$ cat config.mk
export PLATFORM = sky130hd
export DESIGN_NAME = alu_slice_top
export DESIGN_NICKNAME = d
export VERILOG_FILES = /design/src/hw/alu_pkg.sv /design/src/hw/alu_if.sv /design/src/hw/alu_operand_stage.sv /design/src/hw/alu_core.sv /design/src/hw/alu_result_stage.sv /design/src/hw/alu_slice_top.sv
export SDC_FILE = /design/constraint.sdc
export NUM_CORES = 1
export LEC_CHECK = 0
export BUFFER_PORTS_ARGS = -buffer_cell sky130_fd_sc_hd__buf_2
export CAP_MARGIN = 20
export CORE_MARGIN = 5
export CORE_UTILIZATION = 40
export DETAILED_ROUTE_END_ITERATION = 10
export GPL_TIMING_DRIVEN = 0
export HOLD_SLACK_MARGIN = 0.05
export PLACE_DENSITY = 0.71
export REMOVE_ABC_BUFFERS = 1
export SLEW_MARGIN = 10
export SYNTH_ARGS = -nofsm -noshare
export SYNTH_HDL_FRONTEND = slang
export SYNTH_SLANG_ARGS = --single-unit
export TNS_END_PERCENT = 30
$ cat constraint.sdc
create_clock -name i_clk -period 5.7 [get_ports i_clk]
set_clock_uncertainty 0.05 [all_clocks]
set_input_delay 0 -clock i_clk [delete_from_list [all_inputs] [get_ports i_clk]]
set_output_delay 0 -clock i_clk [all_outputs]
set_load 0.01 [all_outputs]
$ cat src/hw/alu_pkg.sv
// ########################################
// alu slice shared types
// micro-ops, core operations, A/B sources
// ########################################
package alu_pkg;

    // default datapath width, one 6502 word
    parameter int DATA_W_DEF = 8;

    // micro-ops seen at the slice inputs
    typedef enum logic [2:0]
    {
        UOP_ADC     = 3'd0,
        UOP_SBC     = 3'd1,
        UOP_AND     = 3'd2,
        UOP_ORA     = 3'd3,
        UOP_EOR     = 3'd4,
        UOP_LSR     = 3'd5,
        UOP_INC_ADL = 3'd6,
        UOP_PASS_DB = 3'd7
    } alu_uop_e;

    // operations of the arithmetic logic
    typedef enum logic [2:0]
    {
        OP_SUM = 3'd0,
        OP_AND = 3'd1,
        OP_EOR = 3'd2,
        OP_OR  = 3'd3,
        OP_SR  = 3'd4
    } alu_op_e;

    // A input register sources, all ones when idle
    typedef enum logic [1:0] {A_ZERO, A_SB, A_ONES} a_src_e;

    // B input register sources, all ones when idle
    typedef enum logic [1:0] {B_DB, B_DB_N, B_ADL, B_ONES} b_src_e;

endpackage

$ cat src/hw/alu_if.sv
// ########################################
// alu slice stage-to-stage interfaces
// ########################################
`timescale 1ns/1ns

// operand stage to core, decoded controls and bus values
interface alu_ctrl_if #(parameter int DATA_W = alu_pkg::DATA_W_DEF);
    logic                valid;
    alu_pkg::a_src_e     a_src;
    alu_pkg::b_src_e     b_src;
    alu_pkg::alu_op_e    op;
    logic                carry_in;
    logic [DATA_W-1:0]   sb;
    logic [DATA_W-1:0]   db;
    logic [DATA_W-1:0]   adl;

    modport src (output valid, a_src, b_src, op, carry_in, sb, db, adl);
    modport dst (input valid, a_src, b_src, op, carry_in, sb, db, adl);
endinterface

// core to result stage, hold register plus carry and overflow
interface alu_res_if #(parameter int DATA_W = alu_pkg::DATA_W_DEF);
    logic                valid;
    logic [DATA_W-1:0]   add;
    logic                acr;
    logic                avr;

    modport src (output valid, add, acr, avr);
    modport dst (input valid, add, acr, avr);
endinterface

$ cat src/hw/alu_operand_stage.sv
// ########################################
// alu operand stage
// decodes a micro-op into core selects
// ########################################
`timescale 1ns/1ns

module alu_operand_stage #(
    parameter int DATA_W = alu_pkg::DATA_W_DEF
)(
    input  logic                 i_clk,
    input  logic                 i_reset_n,
    input  logic                 i_strobe,
    input  alu_pkg::alu_uop_e    i_uop,
    input  logic                 i_c,
    input  logic [DATA_W-1:0]    i_sb,
    input  logic [DATA_W-1:0]    i_db,
    input  logic [DATA_W-1:0]    i_adl,
    alu_ctrl_if.src              o_ctrl
);

    alu_pkg::a_src_e     dec_a_src;
    alu_pkg::b_src_e     dec_b_src;
    alu_pkg::alu_op_e    dec_op;
    logic                dec_carry;

    // micro-op decode
    always_comb
    begin
        // logic ops take sb and db with no carry
        dec_a_src = alu_pkg::A_SB;
        dec_b_src = alu_pkg::B_DB;
        dec_op    = alu_pkg::OP_SUM;
        dec_carry = 1'b0;
        case (i_uop)
            alu_pkg::UOP_ADC:
            begin
                dec_carry = i_c;
            end
            alu_pkg::UOP_SBC:
            begin
                // subtract as sb + ~db + c
                dec_b_src = alu_pkg::B_DB_N;
                dec_carry = i_c;
            end
            alu_pkg::UOP_AND: dec_op = alu_pkg::OP_AND;
            alu_pkg::UOP_ORA: dec_op = alu_pkg::OP_OR;
            alu_pkg::UOP_EOR: dec_op = alu_pkg::OP_EOR;
            alu_pkg::UOP_LSR:
            begin
                // shifter only looks at B
                dec_op = alu_pkg::OP_SR;
            end
            alu_pkg::UOP_INC_ADL:
            begin
                // 0 + adl + 1
                dec_a_src = alu_pkg::A_ZERO;
                dec_b_src = alu_pkg::B_ADL;
                dec_carry = 1'b1;
            end
            default:
            begin
                // pass db through the adder
                dec_a_src = alu_pkg::A_ZERO;
            end
        endcase
    end

    // control register, idles at the all ones sources
    always_ff @(posedge i_clk)
    begin
        if (!i_reset_n)
        begin
            o_ctrl.valid    <= 1'b0;
            o_ctrl.a_src    <= alu_pkg::A_ONES;
            o_ctrl.b_src    <= alu_pkg::B_ONES;
            o_ctrl.op       <= alu_pkg::OP_SUM;
            o_ctrl.carry_in <= 1'b0;
            o_ctrl.sb       <= '0;
            o_ctrl.db       <= '0;
            o_ctrl.adl      <= '0;
        end
        else if (i_strobe)
        begin
            o_ctrl.valid    <= 1'b1;
            o_ctrl.a_src    <= dec_a_src;
            o_ctrl.b_src    <= dec_b_src;
            o_ctrl.op       <= dec_op;
            o_ctrl.carry_in <= dec_carry;
            o_ctrl.sb       <= i_sb;
            o_ctrl.db       <= i_db;
            o_ctrl.adl      <= i_adl;
        end
        else
        begin
            // bus values hold, selects drop back
            o_ctrl.valid    <= 1'b0;
            o_ctrl.a_src    <= alu_pkg::A_ONES;
            o_ctrl.b_src    <= alu_pkg::B_ONES;
            o_ctrl.op       <= alu_pkg::OP_SUM;
            o_ctrl.carry_in <= 1'b0;
        end
    end

endmodule

$ cat src/hw/alu_core.sv
// ########################################
// alu core
// A/B inputs, arithmetic logic, ADD hold
// ########################################
`timescale 1ns/1ns

module alu_core #(
    parameter int DATA_W = alu_pkg::DATA_W_DEF
)(
    input  logic        i_clk,
    input  logic        i_reset_n,
    alu_ctrl_if.dst     i_ctrl,
    alu_res_if.src      o_res
);

    logic [DATA_W-1:0]  a_in;
    logic [DATA_W-1:0]  b_in;
    logic [DATA_W:0]    sum_ext;
    logic [DATA_W-1:0]  alu_out;
    logic               alu_acr;
    logic               alu_avr;

    // B input register select
    always_comb
    begin
        case (i_ctrl.b_src)
            alu_pkg::B_DB:   b_in = i_ctrl.db;
            alu_pkg::B_DB_N: b_in = ~i_ctrl.db;
            alu_pkg::B_ADL:  b_in = i_ctrl.adl;
            default:         b_in = '1;
        endcase
    end

    // A input register select
    always_comb
    begin
        case (i_ctrl.a_src)
            alu_pkg::A_ZERO: a_in = '0;
            alu_pkg::A_SB:   a_in = i_ctrl.sb;
            default:         a_in = '1;
        endcase
    end

    // one extra bit catches the carry out
    assign sum_ext = {1'b0, a_in} + {1'b0, b_in} + {{DATA_W{1'b0}}, i_ctrl.carry_in};

    // arithmetic logic
    always_comb
    begin
        alu_out = '0;
        alu_acr = 1'b0;
        alu_avr = 1'b0;
        case (i_ctrl.op)
            alu_pkg::OP_SUM:
            begin
                alu_out = sum_ext[DATA_W-1:0];
                alu_acr = sum_ext[DATA_W];
                // same sign in, other sign out
                alu_avr = (a_in[DATA_W-1] == b_in[DATA_W-1]) &&
                          (sum_ext[DATA_W-1] != a_in[DATA_W-1]);
            end
            alu_pkg::OP_AND: alu_out = a_in & b_in;
            alu_pkg::OP_EOR: alu_out = a_in ^ b_in;
            alu_pkg::OP_OR:  alu_out = a_in | b_in;
            alu_pkg::OP_SR:
            begin
                // logical shift, lsb goes to carry
                alu_out = b_in >> 1;
                alu_acr = b_in[0];
            end
            default:
            begin
                alu_out = '0;
            end
        endcase
    end

    // adder hold register, loads only on a valid op
    always_ff @(posedge i_clk)
    begin
        if (!i_reset_n)
        begin
            o_res.valid <= 1'b0;
            o_res.add   <= '0;
            o_res.acr   <= 1'b0;
            o_res.avr   <= 1'b0;
        end
        else
        begin
            o_res.valid <= i_ctrl.valid;
            if (i_ctrl.valid)
            begin
                o_res.add <= alu_out;
                o_res.acr <= alu_acr;
                o_res.avr <= alu_avr;
            end
        end
    end

endmodule

$ cat src/hw/alu_result_stage.sv
// ########################################
// alu result stage
// result, N Z C V flags and done pulse
// ########################################
`timescale 1ns/1ns

module alu_result_stage #(
    parameter int DATA_W = alu_pkg::DATA_W_DEF
)(
    input  logic                i_clk,
    input  logic                i_reset_n,
    alu_res_if.dst              i_res,
    output logic [DATA_W-1:0]   o_result,
    output logic                o_n,
    output logic                o_z,
    output logic                o_c,
    output logic                o_v,
    output logic                o_done
);

    logic   flag_n;
    logic   flag_z;

    // sign from msb
    assign flag_n = i_res.add[DATA_W-1];
    // zero when no bit set
    assign flag_z = ~|i_res.add;

    // done follows valid by one edge
    always_ff @(posedge i_clk)
    begin
        if (!i_reset_n)
        begin
            o_done <= 1'b0;
        end
        else
        begin
            o_done <= i_res.valid;
        end
    end

    // result and flags, held between ops
    always_ff @(posedge i_clk)
    begin
        if (!i_reset_n)
        begin
            o_result <= '0;
            o_n      <= 1'b0;
            o_z      <= 1'b0;
            o_c      <= 1'b0;
            o_v      <= 1'b0;
        end
        else if (i_res.valid)
        begin
            o_result <= i_res.add;
            o_n      <= flag_n;
            o_z      <= flag_z;
            // carry and overflow come straight from the core
            o_c      <= i_res.acr;
            o_v      <= i_res.avr;
        end
    end

endmodule

$ cat src/hw/alu_slice_top.sv
// ########################################
// alu slice top
// operand, core and result stages
// ########################################
`timescale 1ns/1ns

module alu_slice_top #(
    parameter int DATA_W = alu_pkg::DATA_W_DEF
)(
    input  logic                 i_clk,
    input  logic                 i_reset_n,
    input  logic                 i_strobe,
    input  alu_pkg::alu_uop_e    i_uop,
    input  logic                 i_c,
    input  logic [DATA_W-1:0]    i_sb,
    input  logic [DATA_W-1:0]    i_db,
    input  logic [DATA_W-1:0]    i_adl,
    output logic [DATA_W-1:0]    o_result,
    output logic                 o_n,
    output logic                 o_z,
    output logic                 o_c,
    output logic                 o_v,
    output logic                 o_done
);

    // operand stage to core
    alu_ctrl_if #(.DATA_W(DATA_W)) ctrl_bus ();
    // core to result stage
    alu_res_if  #(.DATA_W(DATA_W)) res_bus ();

    // decode and capture on strobe, edge k+1
    alu_operand_stage #(.DATA_W(DATA_W)) u_operand (
        .i_clk     (i_clk),
        .i_reset_n (i_reset_n),
        .i_strobe  (i_strobe),
        .i_uop     (i_uop),
        .i_c       (i_c),
        .i_sb      (i_sb),
        .i_db      (i_db),
        .i_adl     (i_adl),
        .o_ctrl    (ctrl_bus.src)
    );

    // hold register loads at edge k+2
    alu_core #(.DATA_W(DATA_W)) u_core (
        .i_clk     (i_clk),
        .i_reset_n (i_reset_n),
        .i_ctrl    (ctrl_bus.dst),
        .o_res     (res_bus.src)
    );

    // flags and done at edge k+3
    alu_result_stage #(.DATA_W(DATA_W)) u_result (
        .i_clk     (i_clk),
        .i_reset_n (i_reset_n),
        .i_res     (res_bus.dst),
        .o_result  (o_result),
        .o_n       (o_n),
        .o_z       (o_z),
        .o_c       (o_c),
        .o_v       (o_v),
        .o_done    (o_done)
    );

endmodule

After elaboration in Yosys (flattened, before gate mapping):

Index checks and enable logic that the tools add are counted.

* register bits after elaboration: 57
* bits in latches: 0
* ROM bits: 0
* RAM bits: 0
* word-level logic and storage cells: 59
* memories: 0
* input port bits: 31

* shifts and indexed selects: 0
* mux-type cells: 10
* add/sub/neg operators: 2
* eq/ne operators: 15
* multipliers: 0
* order comparisons: 0
* reduce and logical (&&, ||, !) cells: 10
* bitwise operators: 4
* divide/modulo/power cells: 0

Operators with widths (count)
* case mux 8 bit (5 select lines): 1
* case mux 8 bit (3 select lines): 1
* case mux 8 bit (2 select lines): 1
* equality test 3 x 2 -> 1 bit (second input constant): 4
* equality test 3 bit (second input constant): 4
* case mux 3 bit (4 select lines): 1
* adder 8 x 8 -> 9 bit: 1
* adder 9 x 1 -> 9 bit: 1
* bitwise AND 8 bit: 1
* NOT 8 bit: 1
* OR 8 bit: 1
* OR reduction 8 bit: 1
* XOR 8 bit: 1
* equality test 3 x 1 -> 1 bit (second input constant): 2
* logical NOT 3 bit: 2
* OR reduction 6 bit: 1
* equality test 2 x 1 -> 1 bit (second input constant): 2
* logical NOT 2 bit: 2
* case mux 1 bit (2 select lines): 2
* case mux 2 bit (2 select lines): 1
* two-way mux 1 bit: 3
* equality test 2 bit (second input constant): 1
* AND reduction 2 bit: 1
* OR reduction 2 bit: 1
* other kinds (4): 4

Longest topological paths before layout:

* depth in word-level cells: 7
* gate-level depth with buffers: 13
* mapped depth without buffers: 11

Cells and area by module:

From an unflattened synthesis, not the netlist that was laid out.

* cell total of the unflattened synthesis: 334
* area, all modules: 3153.0 µm²

Modules (own cells, without submodules)
* alu_core: seq. area each 220.2 µm², area each 1502.7 µm², instances 1, cells each 193
* alu_operand_stage: seq. area each 660.6 µm², area each 1188.6 µm², instances 1, cells each 101
* alu_result_stage: seq. area each 240.2 µm², area each 461.7 µm², instances 1, cells each 40

Worst setup path before layout:

OpenSTA, ideal clock, no wires.

* kind: register to register
* from: register u_operand.o_ctrl.b_src[0]
* to: register u_core.o_res.add[1]
* buffers on the path: 2
* setup slack: 3052 ps
* arrival: 2528 ps
* cell stages (with the launch flop): 14
* required time: 5580 ps
* cell sequence: dfxtp_1 buf_2 nand2b_1 buf_2 o22ai_1 inv_1 fa_1 inv_1 fa_1 nor2_1 a211oi_1 a211oi_1 a21oi_1 a21oi_1

* cells in the longest elaborated chain, start to end: 5

RTL lines
* from (decl): RTL line alu_if.sv:17 `modport src (output valid, a_src, b_src, op, carry_in, sb, db, adl);`
* from (signal assigned): RTL line alu_operand_stage.sv:75 `o_ctrl.b_src <= alu_pkg::B_ONES;`
* from (signal assigned): RTL line alu_operand_stage.sv:86 `o_ctrl.b_src <= dec_b_src;`
* from (signal assigned): RTL line alu_operand_stage.sv:98 `o_ctrl.b_src <= alu_pkg::B_ONES;`
* equality test 2 bit, or another cell as far along: RTL line alu_core.sv:26 `case (i_ctrl.b_src)`
* case mux 8 bit (3 select lines) *: RTL line alu_core.sv:26
* adder 8 x 8 -> 9 bit: RTL line alu_core.sv:45 `assign sum_ext = {1'b0, a_in} + {1'b0, b_in} + {{DATA_W{1'b0}}, i_ctrl.carry_in};`
* adder 9 x 1 -> 9 bit: RTL line alu_core.sv:45
* case mux 8 bit (5 select lines) *: RTL line alu_core.sv:53 `case (i_ctrl.op)`
* to (signal assigned): RTL line alu_core.sv:93 `o_res.add <= alu_out;`
* to (decl): RTL line alu_if.sv:28 `modport src (output valid, add, acr, avr);`

Mark *: on every way between the ends. The rest lies on a longest branch, timed or not.
A chain may end at the register's enable or synchronous reset.

Worst setup path after layout:

* from: register u_operand.o_ctrl.b_src[1]
* to: register u_core.o_res.add[1]

The elaborated chain is that of the path after synthesis.

==> reports/metrics.cfg <==
[route]
post-route-drc-count = 0
wl_per_cell_microns = 13.1
num_vias = 2440
routed_wl_microns = 6500
routed_via_density = 4.91
dr.first_iter.drc_count = 102
drt_first_pass_iters = 4
drtAntennaViolNets = 0

[worst_setup_path]
crit_fanout = 9
required_ns = 5.90
max_stage_delay_ns = 0.56
critical_path.slowest_cell = dfxtp_1
reg2regPathDepth = 11
end_kind = flip-flop
path_cells = nand2b_1 -> o22ai_1 -> inv_1 -> fa_1 -> inv_1 -> fa_1 -> nor2_1 -> a211oi_1 -> a211oi_1 -> a21oi_1 -> a21oi_1
critical_path_arrival_ns = 3.39
criticalPathCategory = reg -> reg
critPathLaunchType = flip-flop

[clock_tree]
numCtsBuffers = 5
htreeDepth = 2
clockRootBuffer = clkbuf_8
cts_tree = yes
path_clk_slew_ns = 0.10
post_cts_buffers = 0
cts_sinks = 56
clockBufferDepth = 2
insertion_delay_ns = 0.31

[sta]
fmax_mhz = 313
whs_ns = 0.215
setup_tns_ns = 0
rsz0062_at_grt = false
slew_headroom_pct = 47.5
final_hold_viol_count = 0
drv_slew = 0
setup_slack_ns = 2.50
timing.final.crit_share_pct = 56.1
setup_viol = 0
min_period_ns = 3.20
worst_pin_slew_ns = 0.787

[die]
core.rowCount = 32
die_w_microns = 97.7
core_sq_um = 7610
pin_count = 44
die_area_sq_um = 9550
die-height_microns = 97.7
initial_core_util_pct = 40.4

[synth]
synth-edff-count = 0
synth_top_area_cell = dfxtp_1
synth_area_leaders = dfxtp_1 36%, mux2i_1 11%, nor2b_1 7.1%, ha_1 6.5%, inv_1 3.3%
synth.top_cell.area_share_pct = 36.4
yosysSeqAreaShare_pct = 36.4
synth_area_per_cell_sq_um = 9.16
yosys.cell_types.count = 54
synth-main-ff-cell = dfxtp_1
syn_inst = 336
syn_area_sq_um = 3080
ys_ff_latch = 56
async_flop_share_pct = 0
yosys_warnings = 0
synth_common_cells = 56 x dfxtp_1, 35 x mux2i_1, 35 x nor2b_1, 27 x inv_1, 17 x a21oi_1
yosysMostFrequentCell = dfxtp_1

[power_and_ir_drop]
power_density_nw_per_um2 = 225
power.share.clock_pct = 26.3
power_frac_comb_pct = 21.7
p_sw_uw = 245
p_int_uw = 594
p_leak_uw = 0.00162
seq_power_share_pct = 52.0
worst_ir_drop_vdd_v = 0.000111
p_total_uw = 839
netSwitchingFraction_pct = 29.2

[cells_and_area]
antenna_cells = 0
final_util_pct = 48.9
fill_cells = 724
area.growth.synth_to_final_pct = 21.0
drive_gt1_share_pct = 15.4
final_nets = 443

[global_route]
grt_usage_pct = 14.3
grt_pass1_wl_microns = 11400
grt_overflow = 0
grt_max_degree = 49
grt_pass1_vias = 2457
antenna_found_initial = 0

[placed_design]
place_hpwl_microns = 4580
place_ws_ns = 2.51
io_buffers = 43
gp_congestion = 0.872

[run_status]
status = finished clean

[min_path]
worstHoldPathCells = 3
hp-class = in -> reg

[job]
max-cap-violations = 0

[worst paths after layout]
path                             start                  end  slack, ns
max          u_operand.o_ctrl.b_src[1]  u_core.o_res.add[1]       2.50
min                          i_reset_n     u_core.o_res.acr       0.21
max reg2reg  u_operand.o_ctrl.b_src[1]  u_core.o_res.add[1]       2.50
min reg2reg               u_result.o_z         u_result.o_z       0.44
[flip-flops by register name (all words and copies together), names as in the netlist]
signal,cells
u_core.o_res.valid,1
u_result.o_c,1
u_result.o_done,1
u_result.o_n,1
u_operand.o_ctrl.valid,1
u_operand.o_ctrl.sb,8
u_operand.o_ctrl.a_src,2
u_result.o_result,7
u_core.o_res.add,8
u_core.o_res.avr,1
u_result.o_z,1
u_core.o_res.acr,1
u_operand.o_ctrl.carry_in,1
u_operand.o_ctrl.op,3
u_operand.o_ctrl.b_src,2
u_result.o_v,1
u_operand.o_ctrl.adl,8
u_operand.o_ctrl.db,8
[worst max-delay path, delay by kind of cell, from the launching register on]
kind | cells | cell delay, ns
buffers and inverters | 2 | 0.25
adder cells (fa/ha/maj) | 2 | 0.88
AO/OA/AOI/OAI | 5 | 0.99
flip-flops | 1 | 0.56
AND/OR/NAND/NOR | 2 | 0.38
[cells in the final DEF (no fill, tap or decap), types with 2 or more instances in the layout]
| cell type | n |
|---|---|
| a211oi_1 | 3 |
| a21o_1 | 7 |
| a21oi_1 | 17 |
| a22oi_1 | 2 |
| and2_1 | 2 |
| buf_2 | 43 |
| clkbuf_8 | 5 |
| dfxtp_1 | 56 |
| dlygate4sd3_1 | 31 |
| fa_1 | 2 |
| ha_1 | 16 |
| inv_1 | 27 |
| mux2i_1 | 35 |
| nand2_1 | 13 |
| nand2b_1 | 2 |
| nand3_1 | 5 |
| nor2_1 | 10 |
| nor2b_1 | 35 |
| nor3_1 | 3 |
| nor4_1 | 2 |
| o2111ai_1 | 2 |
| o211ai_1 | 5 |
| o21a_1 | 3 |
| o21ai_0 | 11 |
| o21ai_1 | 3 |
| o21bai_1 | 2 |
| o22a_1 | 2 |
| o22ai_1 | 8 |
| o31ai_1 | 2 |
| o41ai_1 | 2 |
| or2_2 | 2 |
| xnor2_1 | 4 |
| xor2_1 | 10 |
[repair_timing]
item / in CTS / in global routing
hold buffers: 31 / 0
endpoints found under the hold margin: 31 / 0
gates resized for setup: 0 / 0
setup endpoints to repair: 0 / 0
[power groups by stage]
stage | logic, uW | registers, uW | clock network, uW
2_1_floorplan | 122 | 439 | 0
3_3_place_gp | 162 | 444 | 0
3_5_place_dp | 166 | 445 | 0
4_1_cts | 183 | 436 | 228
5_1_grt | 207 | 439 | 242
6_report | 182 | 436 | 221
[per-layer routing]
metal	part of all wire [%]	wire [microns]	global-route usage, %	vias up
met5	0	0	0	-
met4	1.2	79	4.15	0
met3	2.6	170	2.87	5
met2	50	3240	24.9	27
met1	46	3010	17.8	1139
li1	-	-	-	1269
[cell type report]
| type | instances | area, sq um | area share [%] |
|---|---|---|---|
| multi-input cells | 229 | 1750 | 47.1 |
| flip-flops and latches | 56 | 1120 | 30.1 |
| repair buffers | 74 | 526 | 14.1 |
| well taps | 102 | 128 | 3.43 |
| inverters | 28 | 105 | 2.82 |
| clock buffers | 5 | 68.8 | 1.85 |
| clock inverters | 3 | 22.5 | 0.605 |
[metrics by stage]
stage          std cells  area (sq um)
3_5_place_dp         458          3320
3_3_place_gp         458          3320
4_1_cts              497          3720
2_1_floorplan        313          2980
6_report             497          3720
5_1_grt              497          3720
[kinds of logic after synthesis]
logic type	synth area share (%)
AOI/OAI and AO/OA	18.3
xor gates and xnor gates	3.99
adders and majority gates	7.81
buffers and inverters	6.63
DFF	36.4
muxes	12.1
and+or+nand+nor	14.8
(Power assumes the default switching activity.)
